===== config.mk =====
export PLATFORM = sky130hd
export DESIGN_NAME = rename_unit
export DESIGN_NICKNAME = d
export VERILOG_FILES = /design/src/design/rename_pkg.sv /design/src/design/rename_ctrl.sv /design/src/design/free_list_ptrs.sv /design/src/design/free_tag_ram.sv /design/src/design/map_table.sv /design/src/design/rename_unit.sv
export SDC_FILE = /design/constraint.sdc
export NUM_CORES = 2
export LEC_CHECK = 0
export ABC_AREA = 0
export BUFFER_PORTS_ARGS = -buffer_cell sky130_fd_sc_hd__buf_2
export CORE_ASPECT_RATIO = 0.5
export CORE_MARGIN = 1
export CORE_UTILIZATION = 23
export CTS_CLUSTER_SIZE = 16
export DETAILED_ROUTE_END_ITERATION = 7
export PLACE_DENSITY = 0.43
export SYNTH_ARGS = -nofsm -noshare
export SYNTH_HDL_FRONTEND = slang
export SYNTH_SLANG_ARGS = --single-unit

===== constraint.sdc =====
create_clock -name clock -period 17.6 [get_ports clock]
set_input_delay 0 -clock clock [delete_from_list [all_inputs] [get_ports clock]]
set_output_delay 0 -clock clock [all_outputs]
set_load 0.005 [all_outputs]

===== src/design/rename_pkg.sv =====
`default_nettype none

package rename_pkg;

  // sizes of the rename stage
  localparam int NUM_ARCH_REGS = 32;
  localparam int NUM_PHYS_REGS = 64;
  localparam int NUM_ROB       = 16;                            // one checkpoint per rob entry
  localparam int NUM_FREE      = NUM_PHYS_REGS - NUM_ARCH_REGS; // tags not mapped at reset

  // index widths
  localparam int AR_W  = $clog2(NUM_ARCH_REGS); // 5
  localparam int PR_W  = $clog2(NUM_PHYS_REGS); // 6
  localparam int ROB_W = $clog2(NUM_ROB);       // 4
  localparam int FL_W  = $clog2(NUM_FREE);      // 5

  // first tag pushed into the free list during init
  localparam logic [PR_W-1:0] FIRST_FREE_TAG = PR_W'(NUM_ARCH_REGS);

  // reset map, arch reg i sits on tag i and is ready
  function automatic logic [PR_W-1:0] reset_tag(input int unsigned arch_reg);
    return PR_W'(arch_reg);
  endfunction

  // controller states
  typedef enum logic [1:0] {
    ST_INIT,    // filling free list
    ST_RUN,     // normal dispatch
    ST_RECOVER  // one dead cycle after rollback
  } rename_state_t;

endpackage

`default_nettype wire


===== src/design/rename_ctrl.sv =====
`timescale 1ns/1ns
`default_nettype none

module rename_ctrl
  import rename_pkg::*;
(
  input  logic            clock,
  input  logic            reset,
  input  logic            dispatch_en,
  input  logic            rollback_en,
  input  logic            empty,
  input  logic            full,
  output logic            dispatch_ready,
  output logic            alloc,
  output logic            init_push,
  output logic [PR_W-1:0] init_tag
);

  rename_state_t   state;
  rename_state_t   state_next;
  logic [PR_W-1:0] init_cnt;  // next tag to push during init

  // one push per cycle until the list reports full
  assign init_push = (state == ST_INIT) && !full;
  assign init_tag  = init_cnt;

  // dispatch only in run, with a tag available and no rollback this cycle
  assign dispatch_ready = (state == ST_RUN) && !empty && !rollback_en;
  assign alloc          = dispatch_en && dispatch_ready;

  always_comb begin
    state_next = state;
    case (state)
      ST_INIT:    if (full) state_next = ST_RUN;             // 32 tags loaded
      ST_RUN:     if (rollback_en) state_next = ST_RECOVER;
      ST_RECOVER: if (!rollback_en) state_next = ST_RUN;     // back-to-back rollback stays
      default:    state_next = ST_INIT;
    endcase
  end

  always_ff @(posedge clock) begin
    if (reset) begin
      state    <= ST_INIT;
      init_cnt <= FIRST_FREE_TAG;
    end else begin
      state <= state_next;
      if (init_push) begin
        init_cnt <= init_cnt + 1'b1;  // 32 up to 63
      end
    end
  end

  // the fill ends with exactly NUM_FREE tags pushed
  assert property (@(posedge clock) disable iff (reset)
                   (state == ST_INIT && full) |->
                   init_cnt == PR_W'(FIRST_FREE_TAG + NUM_FREE))
    else $error("rename_ctrl: free list full before all init tags were pushed");

endmodule

`default_nettype wire


===== src/design/free_list_ptrs.sv =====
`timescale 1ns/1ns
`default_nettype none

module free_list_ptrs
  import rename_pkg::*;
(
  input  logic             clock,
  input  logic             reset,
  input  logic             init_push,
  input  logic             retire_en,
  input  logic             alloc,
  input  logic             rollback_en,
  input  logic [ROB_W-1:0] rollback_idx,
  input  logic [ROB_W-1:0] rob_tail_idx,
  output logic [FL_W-1:0]  head_idx,
  output logic [FL_W-1:0]  tail_idx,
  output logic             empty,
  output logic             full
);

  // extra msb is the wrap bit
  logic [FL_W:0] head;
  logic [FL_W:0] tail;
  logic [FL_W:0] head_inc;
  logic [FL_W:0] head_ckpt [NUM_ROB];  // head after each dispatch
  logic          push;

  assign push     = init_push || retire_en;
  assign head_inc = head + 1'b1;

  assign head_idx = head[FL_W-1:0];
  assign tail_idx = tail[FL_W-1:0];

  // same index, wrap bits tell empty from full
  assign empty = (head == tail);
  assign full  = (head[FL_W] != tail[FL_W]) && (head[FL_W-1:0] == tail[FL_W-1:0]);

  always_ff @(posedge clock) begin
    if (reset) begin
      head <= '0;
      tail <= '0;
    end else begin
      if (push) tail <= tail + 1'b1;  // init fill or retired tag
      if (rollback_en) begin
        head <= head_ckpt[rollback_idx];  // rollback beats alloc
      end else if (alloc) begin
        head <= head_inc;
      end
    end
  end

  // checkpoint the advanced head under the dispatching rob slot
  always_ff @(posedge clock) begin
    if (alloc) head_ckpt[rob_tail_idx] <= head_inc;
  end

  assert property (@(posedge clock) disable iff (reset) push |-> !full)
    else $error("free_list_ptrs: push into full free list");

endmodule

`default_nettype wire


===== src/design/free_tag_ram.sv =====
`timescale 1ns/1ns
`default_nettype none

// circular store of free physical tags
// written at the tail, read at the head
module free_tag_ram
  import rename_pkg::*;
(
  input  logic            clock,
  input  logic            write_en,
  input  logic [FL_W-1:0] write_idx,
  input  logic [PR_W-1:0] write_tag,
  input  logic [FL_W-1:0] read_idx,
  output logic [PR_W-1:0] read_tag
);

  logic [PR_W-1:0] mem [NUM_FREE];  // one slot per free tag

  // single write port, init fill or retire
  always_ff @(posedge clock) begin
    if (write_en) begin
      mem[write_idx] <= write_tag;
    end
  end

  // async read so the head tag is usable in the dispatch cycle
  assign read_tag = mem[read_idx];

endmodule

`default_nettype wire


===== src/design/map_table.sv =====
`timescale 1ns/1ns
`default_nettype none

module map_table
  import rename_pkg::*;
(
  input  logic             clock,
  input  logic             reset,
  input  logic             alloc,
  input  logic [AR_W-1:0]  reg_dest,
  input  logic [AR_W-1:0]  reg_a,
  input  logic [AR_W-1:0]  reg_b,
  input  logic [PR_W-1:0]  t_new,
  input  logic [ROB_W-1:0] rob_tail_idx,
  input  logic             cdb_en,
  input  logic [PR_W-1:0]  cdb_tag,
  input  logic             rollback_en,
  input  logic [ROB_W-1:0] rollback_idx,
  output logic [PR_W-1:0]  t_old,
  output logic [PR_W-1:0]  t1,
  output logic [PR_W-1:0]  t2,
  output logic             t1_ready,
  output logic             t2_ready
);

  // live map
  logic [PR_W-1:0]          map_tag [NUM_ARCH_REGS];
  logic [NUM_ARCH_REGS-1:0] map_rdy;

  // tag-only checkpoints, restored as all ready
  logic [PR_W-1:0]          ckpt_tag [NUM_ROB][NUM_ARCH_REGS];

  // map after rollback or wakeup, before own alloc
  logic [PR_W-1:0]          cur_tag [NUM_ARCH_REGS];
  logic [NUM_ARCH_REGS-1:0] cur_rdy;

  // map after alloc, goes to the regs and the checkpoint
  logic [PR_W-1:0]          nxt_tag [NUM_ARCH_REGS];
  logic [NUM_ARCH_REGS-1:0] nxt_rdy;

  always_comb begin
    for (int i = 0; i < NUM_ARCH_REGS; i++) begin
      if (rollback_en) begin
        cur_tag[i] = ckpt_tag[rollback_idx][i];  // rollback wins over cdb
        cur_rdy[i] = 1'b1;                       // older producers assumed done
      end else begin
        cur_tag[i] = map_tag[i];
        // wake every entry holding the broadcast tag
        cur_rdy[i] = map_rdy[i] || (cdb_en && (map_tag[i] == cdb_tag));
      end
    end
  end

  // lookups see same-cycle cdb but not this cycle's rename
  assign t_old    = cur_tag[reg_dest];
  assign t1       = cur_tag[reg_a];
  assign t1_ready = cur_rdy[reg_a];
  assign t2       = cur_tag[reg_b];
  assign t2_ready = cur_rdy[reg_b];

  always_comb begin
    for (int i = 0; i < NUM_ARCH_REGS; i++) begin
      nxt_tag[i] = cur_tag[i];
    end
    nxt_rdy = cur_rdy;
    if (alloc) begin
      nxt_tag[reg_dest] = t_new;  // fresh tag, producer still pending
      nxt_rdy[reg_dest] = 1'b0;
    end
  end

  always_ff @(posedge clock) begin
    if (reset) begin
      for (int i = 0; i < NUM_ARCH_REGS; i++) begin
        map_tag[i] <= reset_tag(i);  // identity map
        map_rdy[i] <= 1'b1;
      end
    end else begin
      for (int i = 0; i < NUM_ARCH_REGS; i++) begin
        map_tag[i] <= nxt_tag[i];
      end
      map_rdy <= nxt_rdy;
    end
  end

  // snapshot includes this dispatch's own mapping
  always_ff @(posedge clock) begin
    if (alloc) begin
      for (int i = 0; i < NUM_ARCH_REGS; i++) begin
        ckpt_tag[rob_tail_idx][i] <= nxt_tag[i];
      end
    end
  end

  // controller must block dispatch in a rollback cycle
  assert property (@(posedge clock) disable iff (reset) !(rollback_en && alloc))
    else $error("map_table: alloc together with rollback");

endmodule

`default_nettype wire


===== src/design/rename_unit.sv =====
`timescale 1ns/1ns
`default_nettype none

module rename_unit
  import rename_pkg::*;
(
  input  logic             clock,
  input  logic             reset,
  input  logic             dispatch_en,
  input  logic [AR_W-1:0]  reg_dest,
  input  logic [AR_W-1:0]  reg_a,
  input  logic [AR_W-1:0]  reg_b,
  input  logic [ROB_W-1:0] rob_tail_idx,
  input  logic             cdb_en,
  input  logic [PR_W-1:0]  cdb_tag,
  input  logic             retire_en,
  input  logic [PR_W-1:0]  retire_told,
  input  logic             rollback_en,
  input  logic [ROB_W-1:0] rollback_idx,
  output logic             dispatch_ready,
  output logic [PR_W-1:0]  t_new,
  output logic [PR_W-1:0]  t_old,
  output logic [PR_W-1:0]  t1,
  output logic             t1_ready,
  output logic [PR_W-1:0]  t2,
  output logic             t2_ready
);

  logic            alloc;
  logic            init_push;
  logic [PR_W-1:0] init_tag;
  logic [FL_W-1:0] head_idx;
  logic [FL_W-1:0] tail_idx;
  logic            empty;
  logic            full;
  logic [PR_W-1:0] free_tag;  // head of free list
  logic [PR_W-1:0] ram_wr_tag;

  assign ram_wr_tag = init_push ? init_tag : retire_told;  // init fill, then retired tags
  assign t_new      = free_tag;

  rename_ctrl u_ctrl (
    .clock          (clock),
    .reset          (reset),
    .dispatch_en    (dispatch_en),
    .rollback_en    (rollback_en),
    .empty          (empty),
    .full           (full),
    .dispatch_ready (dispatch_ready),
    .alloc          (alloc),
    .init_push      (init_push),
    .init_tag       (init_tag)
  );

  free_list_ptrs u_ptrs (
    .clock        (clock),
    .reset        (reset),
    .init_push    (init_push),
    .retire_en    (retire_en),
    .alloc        (alloc),
    .rollback_en  (rollback_en),
    .rollback_idx (rollback_idx),
    .rob_tail_idx (rob_tail_idx),
    .head_idx     (head_idx),
    .tail_idx     (tail_idx),
    .empty        (empty),
    .full         (full)
  );

  free_tag_ram u_ram (
    .clock     (clock),
    .write_en  (init_push || retire_en),
    .write_idx (tail_idx),
    .write_tag (ram_wr_tag),
    .read_idx  (head_idx),
    .read_tag  (free_tag)
  );

  map_table u_map (
    .clock        (clock),
    .reset        (reset),
    .alloc        (alloc),
    .reg_dest     (reg_dest),
    .reg_a        (reg_a),
    .reg_b        (reg_b),
    .t_new        (free_tag),
    .rob_tail_idx (rob_tail_idx),
    .cdb_en       (cdb_en),
    .cdb_tag      (cdb_tag),
    .rollback_en  (rollback_en),
    .rollback_idx (rollback_idx),
    .t_old        (t_old),
    .t1           (t1),
    .t2           (t2),
    .t1_ready     (t1_ready),
    .t2_ready     (t2_ready)
  );

endmodule

`default_nettype wire


== Yosys cells after proc, flatten, opt, wreduce, memory -nomap -nowiden ==
Memories as Yosys holds them, arrays and structs flattened. A register that Yosys moved wholly into a read port is not among the register bits.
Index checks and enable logic that the tools add are counted.

* Output and inout port bits: 27
* Bits in writable memories: 3,552
* Memories kept: 4
* Register bits: 52

{| class="wikitable"
|+ Memory list
! memory !! depth !! width !! read ports !! clocked after memory_dff !! write ports !! line !! RTL
|-
| u_map.ckpt_tag || 16 || 192 || 1 || 0 || 1 || map_table.sv:31 || <nowiki>logic [PR_W-1:0] ckpt_tag [NUM_ROB][NUM_ARCH_REGS];</nowiki>
|-
| u_map.map_tag || 32 || 6 || 32 || 0 || 32 || map_table.sv:27 || <nowiki>logic [PR_W-1:0] map_tag [NUM_ARCH_REGS];</nowiki>
|-
| u_ram.mem || 32 || 6 || 1 || 1 || 1 || free_tag_ram.sv:17 || <nowiki>logic [PR_W-1:0] mem [NUM_FREE];</nowiki>
|-
| u_ptrs.head_ckpt || 16 || 6 || 1 || 0 || 1 || free_list_ptrs.sv:25 || <nowiki>logic [FL_W:0] head_ckpt [NUM_ROB];</nowiki>
|}

* Mux-type cells: 132
* Equality and inequality tests: 40
* Bitwise logic cells: 37
* Magnitude comparators: 8
* Reductions and logical operators: 78
* Add/sub/neg operators: 3

{| class="wikitable"
|+ Operators by type and width
! cell !! number
|-
| 6-bit two-way mux || 74
|-
| 6-bit equality test || 33
|-
| 192-bit bitwise mux || 1
|-
| 192-bit two-way mux || 1
|-
| 6-bit binary-select mux with 5-bit select || 3
|-
| 1-bit two-way mux || 42
|-
| 1-bit logical AND || 39
|-
| 1-bit logical OR || 33
|-
| 32-bit bitwise AND || 1
|-
| 32-bit two-way mux || 1
|-
| 32-bit inverter || 1
|-
| 1-bit OR || 32
|-
| 6-bit demux with 5-bit select || 1
|-
| 6-bit by 1-bit adder with 6-bit output (second input constant) || 3
|-
| 6-bit greater-or-equal comparator (second input constant) || 3
|-
| 5-bit by 6-bit less-than comparator with 1-bit output (second input constant) || 3
|-
| 5-bit inverter with 6-bit output || 3
|-
| 1-bit binary-select mux with 5-bit select || 2
|-
| 5-bit two-way mux || 2
|-
| 6-bit by 1-bit less-than comparator with 1-bit output (second input constant) || 1
|-
| 2-bit two-way mux || 3
|-
| 2-bit case mux with 3 select lines || 1
|-
| 1-bit demux with 5-bit select || 1
|-
| 5-bit equality test || 1
|-
| 10 further kinds || 13
|}

== Depth between registers and ports, before layout ==
* Depth in word-level cells: 9
* Depth in mapped cells: 16
* Mapped depth without buffers: 8

== Modules after synthesis ==
Synthesis repeated with hierarchy kept, for this count alone.

* Cell total of the unflattened synthesis: 8,295
* Area, all modules: 148,254.7 um^2

{| class="wikitable"
|+ By module, submodules not included
! module !! area each (um^2) !! cells each !! instances
|-
| map_table || 135,787.7 || 7,667 || 1
|-
| free_tag_ram || 7,469.7 || 317 || 1
|-
| free_list_ptrs || 4,514.3 || 263 || 1
|-
| rename_ctrl || 375.4 || 40 || 1
|-
| rename_unit || 107.6 || 8 || 1
|}

== Worst setup path before layout ==
OpenSTA, ideal clock, no wires.

* Kind: register to register
* From: register u_ctrl.state[0]
* To: memory u_map.ckpt_tag[3][0] (netlist name), enable pin
* Clock period less this slack: 15,795 ps
* Cell stages (with the launch flop): 7
* Library setup time: 1,002 ps
* Path slack: 1,805 ps
* Data arrival time: 14,794 ps
* Data required time: 16,598 ps
* Cells stage by stage: dfxtp_1 > inv_1 > nor3_1 > o311a_1 > clkbuf_1 > nand3_1 > nor3_1

* Cells in the longest elaborated chain, start to end: 6

{| class="wikitable"
|+ RTL lines
! element !! line !! RTL
|-
| start: declaration || rename_ctrl.sv:19 || <nowiki>rename_state_t state;</nowiki>
|-
| start signal: assignment || rename_ctrl.sv:46 || <nowiki>state <= state_next;</nowiki>
|-
| 2-bit by 1-bit equality test with 1-bit output || rename_ctrl.sv:28 || <nowiki>assign dispatch_ready = (state == ST_RUN) && !empty && !rollback_en;</nowiki>
|-
| 1-bit logical AND (2 in a row) || rename_ctrl.sv:28 ||
|-
| 1-bit logical AND || rename_ctrl.sv:29 || <nowiki>assign alloc = dispatch_en && dispatch_ready;</nowiki>
|-
| 1-bit two-way mux || map_table.sv:88 || <nowiki>if (alloc) begin</nowiki>
|-
| 1-bit two-way mux (implied by the code) || map_table.sv:90 || <nowiki>ckpt_tag[rob_tail_idx][i] <= nxt_tag[i];</nowiki>
|-
| end: declaration || map_table.sv:31 ||
|}

Every way passes these cells.

== Worst setup path in the final report ==
* From: input rollback_idx[0]
* To: output t_old[0]

* Cells in the longest elaborated chain, start to end: 5

{| class="wikitable"
|+ RTL lines
! element !! line !! RTL
|-
| start: declaration || rename_unit.sv:19 || <nowiki>input logic [ROB_W-1:0] rollback_idx,</nowiki>
|-
| memory 16 x 192 bit * || - ||
|-
| 6-bit two-way mux || map_table.sv:43 || <nowiki>if (rollback_en) begin</nowiki>
|-
| 6-bit binary-select mux with 5-bit select * || map_table.sv:55 || <nowiki>assign t_old = cur_tag[reg_dest];</nowiki>
|-
| 6-bit two-way mux (implied by the code) * (2 in a row) || map_table.sv:55 ||
|-
| end: declaration || rename_unit.sv:22 || <nowiki>output logic [PR_W-1:0] t_old,</nowiki>
|}

Mark *: on every way between the ends. The rest lies on a longest branch, timed or not. The select of a mux whose other input is x is not followed.

==> impl_metrics.csv <==
group,metric,value,unit
placed_design,placed_cells,16700,
clock_network,cts_buffers,375,
global_routing,gr-total-overflow,0,
logic_synthesis,synth_cell_types,85,
final_layout,fillers,64500,
final_layout,synthToLayoutAreaGrowth,16.3,%
sta,max_freq,152,MHz
sta,setup_violations,0,
placed_design,dp_hpwl,344000,um
logic_synthesis,ys.warnings.count,0,
clock_network,hold_buffers,36,
sta,drv_slew,1,
power_and_ir_drop,vdd_drop_max,0.0000766,V
clock_network,ctsResizeCount,0,
flow_run,max-cap-violations,1,
drt,routed_via_density,4.84,
clock_network,cts-root-buf,"clkbuf_16",
global_routing,antenna_found_initial,64,
critical_path,cp_slowest_cell,"a2111oi_1",
outcome,status,"complete, but fails checks",
drt,routed-wl-met2,252000,um
drt,wl,560000,um
clock_network,insertion_delay,1.04,ns
global_routing,grt_pass1_vias,84200,
critical_path,crit_type,"input port to output pin",
critical_path,cp-start-kind,"input port",
logic_synthesis,ys.flop_type,"edfxtp_1",
placed_design,place_area,160000,um2
final_layout,nNetsFinal,8527,
final_layout,layout_commonest_cell,"edfxtp_1",
sta,grt_setup_unrepaired,"no",
sta,hold_viol,0,
die,rows,208,
logic_synthesis,syn_area,149000,um2
drt,met3_length,35500,um
critical_path,path_buf_inv,6,
drt,first_pass_iters,5,
logic_synthesis,ys_ff_latch,3609,
logic_synthesis,yosysSeqAreaShare,71.3,%
die,die_area,649000,um2
sta,layout_min_cycle_time,6.57,ns
placed_design,io_buffer_count,67,
logic_synthesis,synthCells,8122,
clock_network,clock_path_buffers,4,
power_and_ir_drop,power_leakage,53.9,nW
sta,fin_tns_setup,0,ns
sta,max-slew-margin-rel,-0.534,%
final_layout,layout_common_cells,"edfxtp_1, mux4_2, nand2_1",
sta,worstMarginPinSlew,1.50,ns
final_layout,final_area,173000,um2
sta,period_share,37.4,%
die,io_pins,68,
logic_synthesis,syn_area_per_cell,18.3,um2
logic_synthesis,postSynthNetCount,8169,
drt,drc,0,
clock_network,cts.repair_timing.setup_buffer_count,0,
sta,clock_skew,0.0963,ns
critical_path,worst_setup_path_end_kind,"output pin",
critical_path,path_cells,"buf_12 -> buf_4 -> buf_12 -> buf_4 -> buf_12 -> mux2i_1 -> o221ai_1 -> a21oi_1 -> a311oi_2 -> a21oi_1 -> a2111oi_1 -> nor3_1 -> nand3_1 -> buf_2",
logic_synthesis,synth_edf_count,3360,
global_routing,grt_pass1_wl,756000,um
drt,drtIter0Drc,10600,
sta,whs,0.0808,ns
logic_synthesis,async_flop_share,0,%
critical_path,crit_family,"buffers and inverters",
die,core,643000,um2
global_routing,grt_max_degree,102,
hold_path,hp-class,"input port to register",
critical_path,arrival,6.57,ns
clock_network,cts_tree,"done",
critical_path,max_stage_delay,1.13,ns
power_and_ir_drop,power_density,112,nW/um2
final_layout,layout-drive-gt1-share,23.6,%
global_routing,gr-usage-all-layers,16.7,%
critical_path,crit_required,17.60,ns
placed_design,place.gp.congestion,0.985,
drt,vias,84400,
clock_network,h-tree-depth,5,
die,die_h,570,um
final_layout,finalNonFillerCells,17400,
critical_path,crit_fanout,98,
clock_network,clk_pin_slew,0.06,ns
drt,wire_per_inst,32.1,um
die,die_w,1140,um
critical_path,cp_common_cell,"buf_12",
die,start_util,23.1,%
clock_network,clkSinkCount,3609,
drt,routedLengthMet1,251000,um
drt,routed.top_layer,"met5",
outcome,violations,"capacitance limit, slew limit",
drt,antenna_left,0,
## where the power goes
group / switching, W / total, W / internal (W)
Sequential: 0.0000701 / 0.00965 / 0.00958
Clock: 0.00354 / 0.00788 / 0.00434
Combinational: 0.00132 / 0.00183 / 0.000510
Total: 0.00493 / 0.0194 / 0.0144
## Yosys cell counts, drive strengths merged, types with 8 or more instances
| library cell | n | area, um2 |
|---|---|---|
| nor4 | 16 | 100 |
| buf | 296 | 2020 |
| a21o | 16 | 120 |
| o211ai | 24 | 180 |
| and3 | 11 | 68.8 |
| a22oi | 20 | 150 |
| a221oi | 39 | 348 |
| a211o | 14 | 123 |
| nor3 | 60 | 300 |
| mux2i | 432 | 4320 |
| clkbuf | 227 | 885 |
| xor2 | 105 | 920 |
| or3 | 10 | 62.6 |
| nand3 | 65 | 325 |
| edfxtp | 3360 | 101000 |
| a211oi | 38 | 285 |
| a221o | 15 | 150 |
| o32ai | 10 | 87.6 |
| nand2b | 65 | 407 |
| nand4 | 41 | 257 |
| o31ai | 11 | 82.6 |
| o41ai | 33 | 289 |
| o311ai | 14 | 123 |
| mux4 | 853 | 19300 |
| o221ai | 72 | 631 |
| a2111oi | 18 | 159 |
| nand2 | 460 | 1730 |
| inv | 34 | 128 |
| and2 | 129 | 807 |
| or2 | 36 | 225 |
| dfxtp | 249 | 4980 |
| o22ai | 100 | 632 |
| a311oi | 8 | 76.3 |
| nor2 | 426 | 1610 |
| a31oi | 47 | 294 |
| mux2 | 128 | 1440 |
| a32oi | 20 | 175 |
| nor2b | 25 | 156 |
| o21ai | 195 | 976 |
| a21oi | 203 | 1020 |
| xnor2 | 107 | 937 |
## area by class of cell
type	instances	area (um2)	area share (%)
antenna	22	55.1	0.0319
sequential	3609	106000	61.3
timing repair buffer	504	4020	2.33
clock buffer	492	9990	5.78
clock inverter	208	1930	1.12
inverter	37	173	0.0999
multi-input combinational	3953	40000	23.1
tap	8610	10800	6.23
## layer usage
metal	vias to the layer above	GRT usage, %
li1	33700	-
met1	46400	23.6
met2	3333	26.1
met3	888	2.54
met4	4	5.67
met5	-	0
## per-stage QoR
stage | power [W] | setup WS (ns) | utilization, %
floorplan | 0.0107 | 1.80 | -
global placement | 0.0116 | 11.00 | 25.0
detailed placement | 0.0116 | 11.12 | 25.0
CTS | 0.0195 | 11.11 | 26.9
global route | 0.0199 | 10.86 | 26.9
finish | 0.0194 | 11.03 | 26.9
## kinds of logic (layout without fill, tap and decap cells)
group	after synthesis	count (layout)	synth area share [%]
buffers and inverters	560	1241	2.05
adders and majority gates	6	6	0.0505
muxes	1413	1413	16.9
and+or+nand+nor	1369	1369	4.20
AOI/OAI and AO/OA	953	953	4.32
xor gates and xnor gates	212	212	1.25
other	0	22	0
DFF	3609	3609	71.3
## worst reg2reg max path, stage by stage, from the launching register on
cell and delay (ns):
dfxtp_1 0.75, xnor2_1 0.13, nand3_1 0.24, o311ai_4 0.12
buf_4 0.27, nor2_1 0.12, nand2_1 0.09, dlygate4sd3_1 0.68
nor2_4 0.80, buf_4 0.76, buf_4 0.65, buf_4 0.85
## path summary, 6_finish.rpt
kind | startpoint | to | slack (ns) | cells past startpoint
min | rollback_idx[3] | u_ptrs.head[5]$_SDFFE_PP0N_ | 0.08 | 5
max reg2reg | u_ptrs.tail[2]$_SDFFE_PP0P_ | u_map.ckpt_tag[6][135]$_DFFE_PP_ | 11.59 | 11
min reg2reg | u_ptrs.head[5]$_SDFFE_PP0N_ | u_ptrs.head[5]$_SDFFE_PP0N_ | 0.50 | 2
max | rollback_idx[0] | t_old[0] | 11.03 | 14
## sequential cells by signal, summed over array words and instances, names as in the netlist, named ones only
register	cells
u_map.map_rdy	32
u_ctrl.init_tag	6
u_ram.mem	192
u_ptrs.tail	6
u_ptrs.head_ckpt	96
u_map.ckpt_tag	3072
u_map.map_tag	192
u_ptrs.head	6
u_ctrl.state	2
Power figures use the tool's default switching activity.
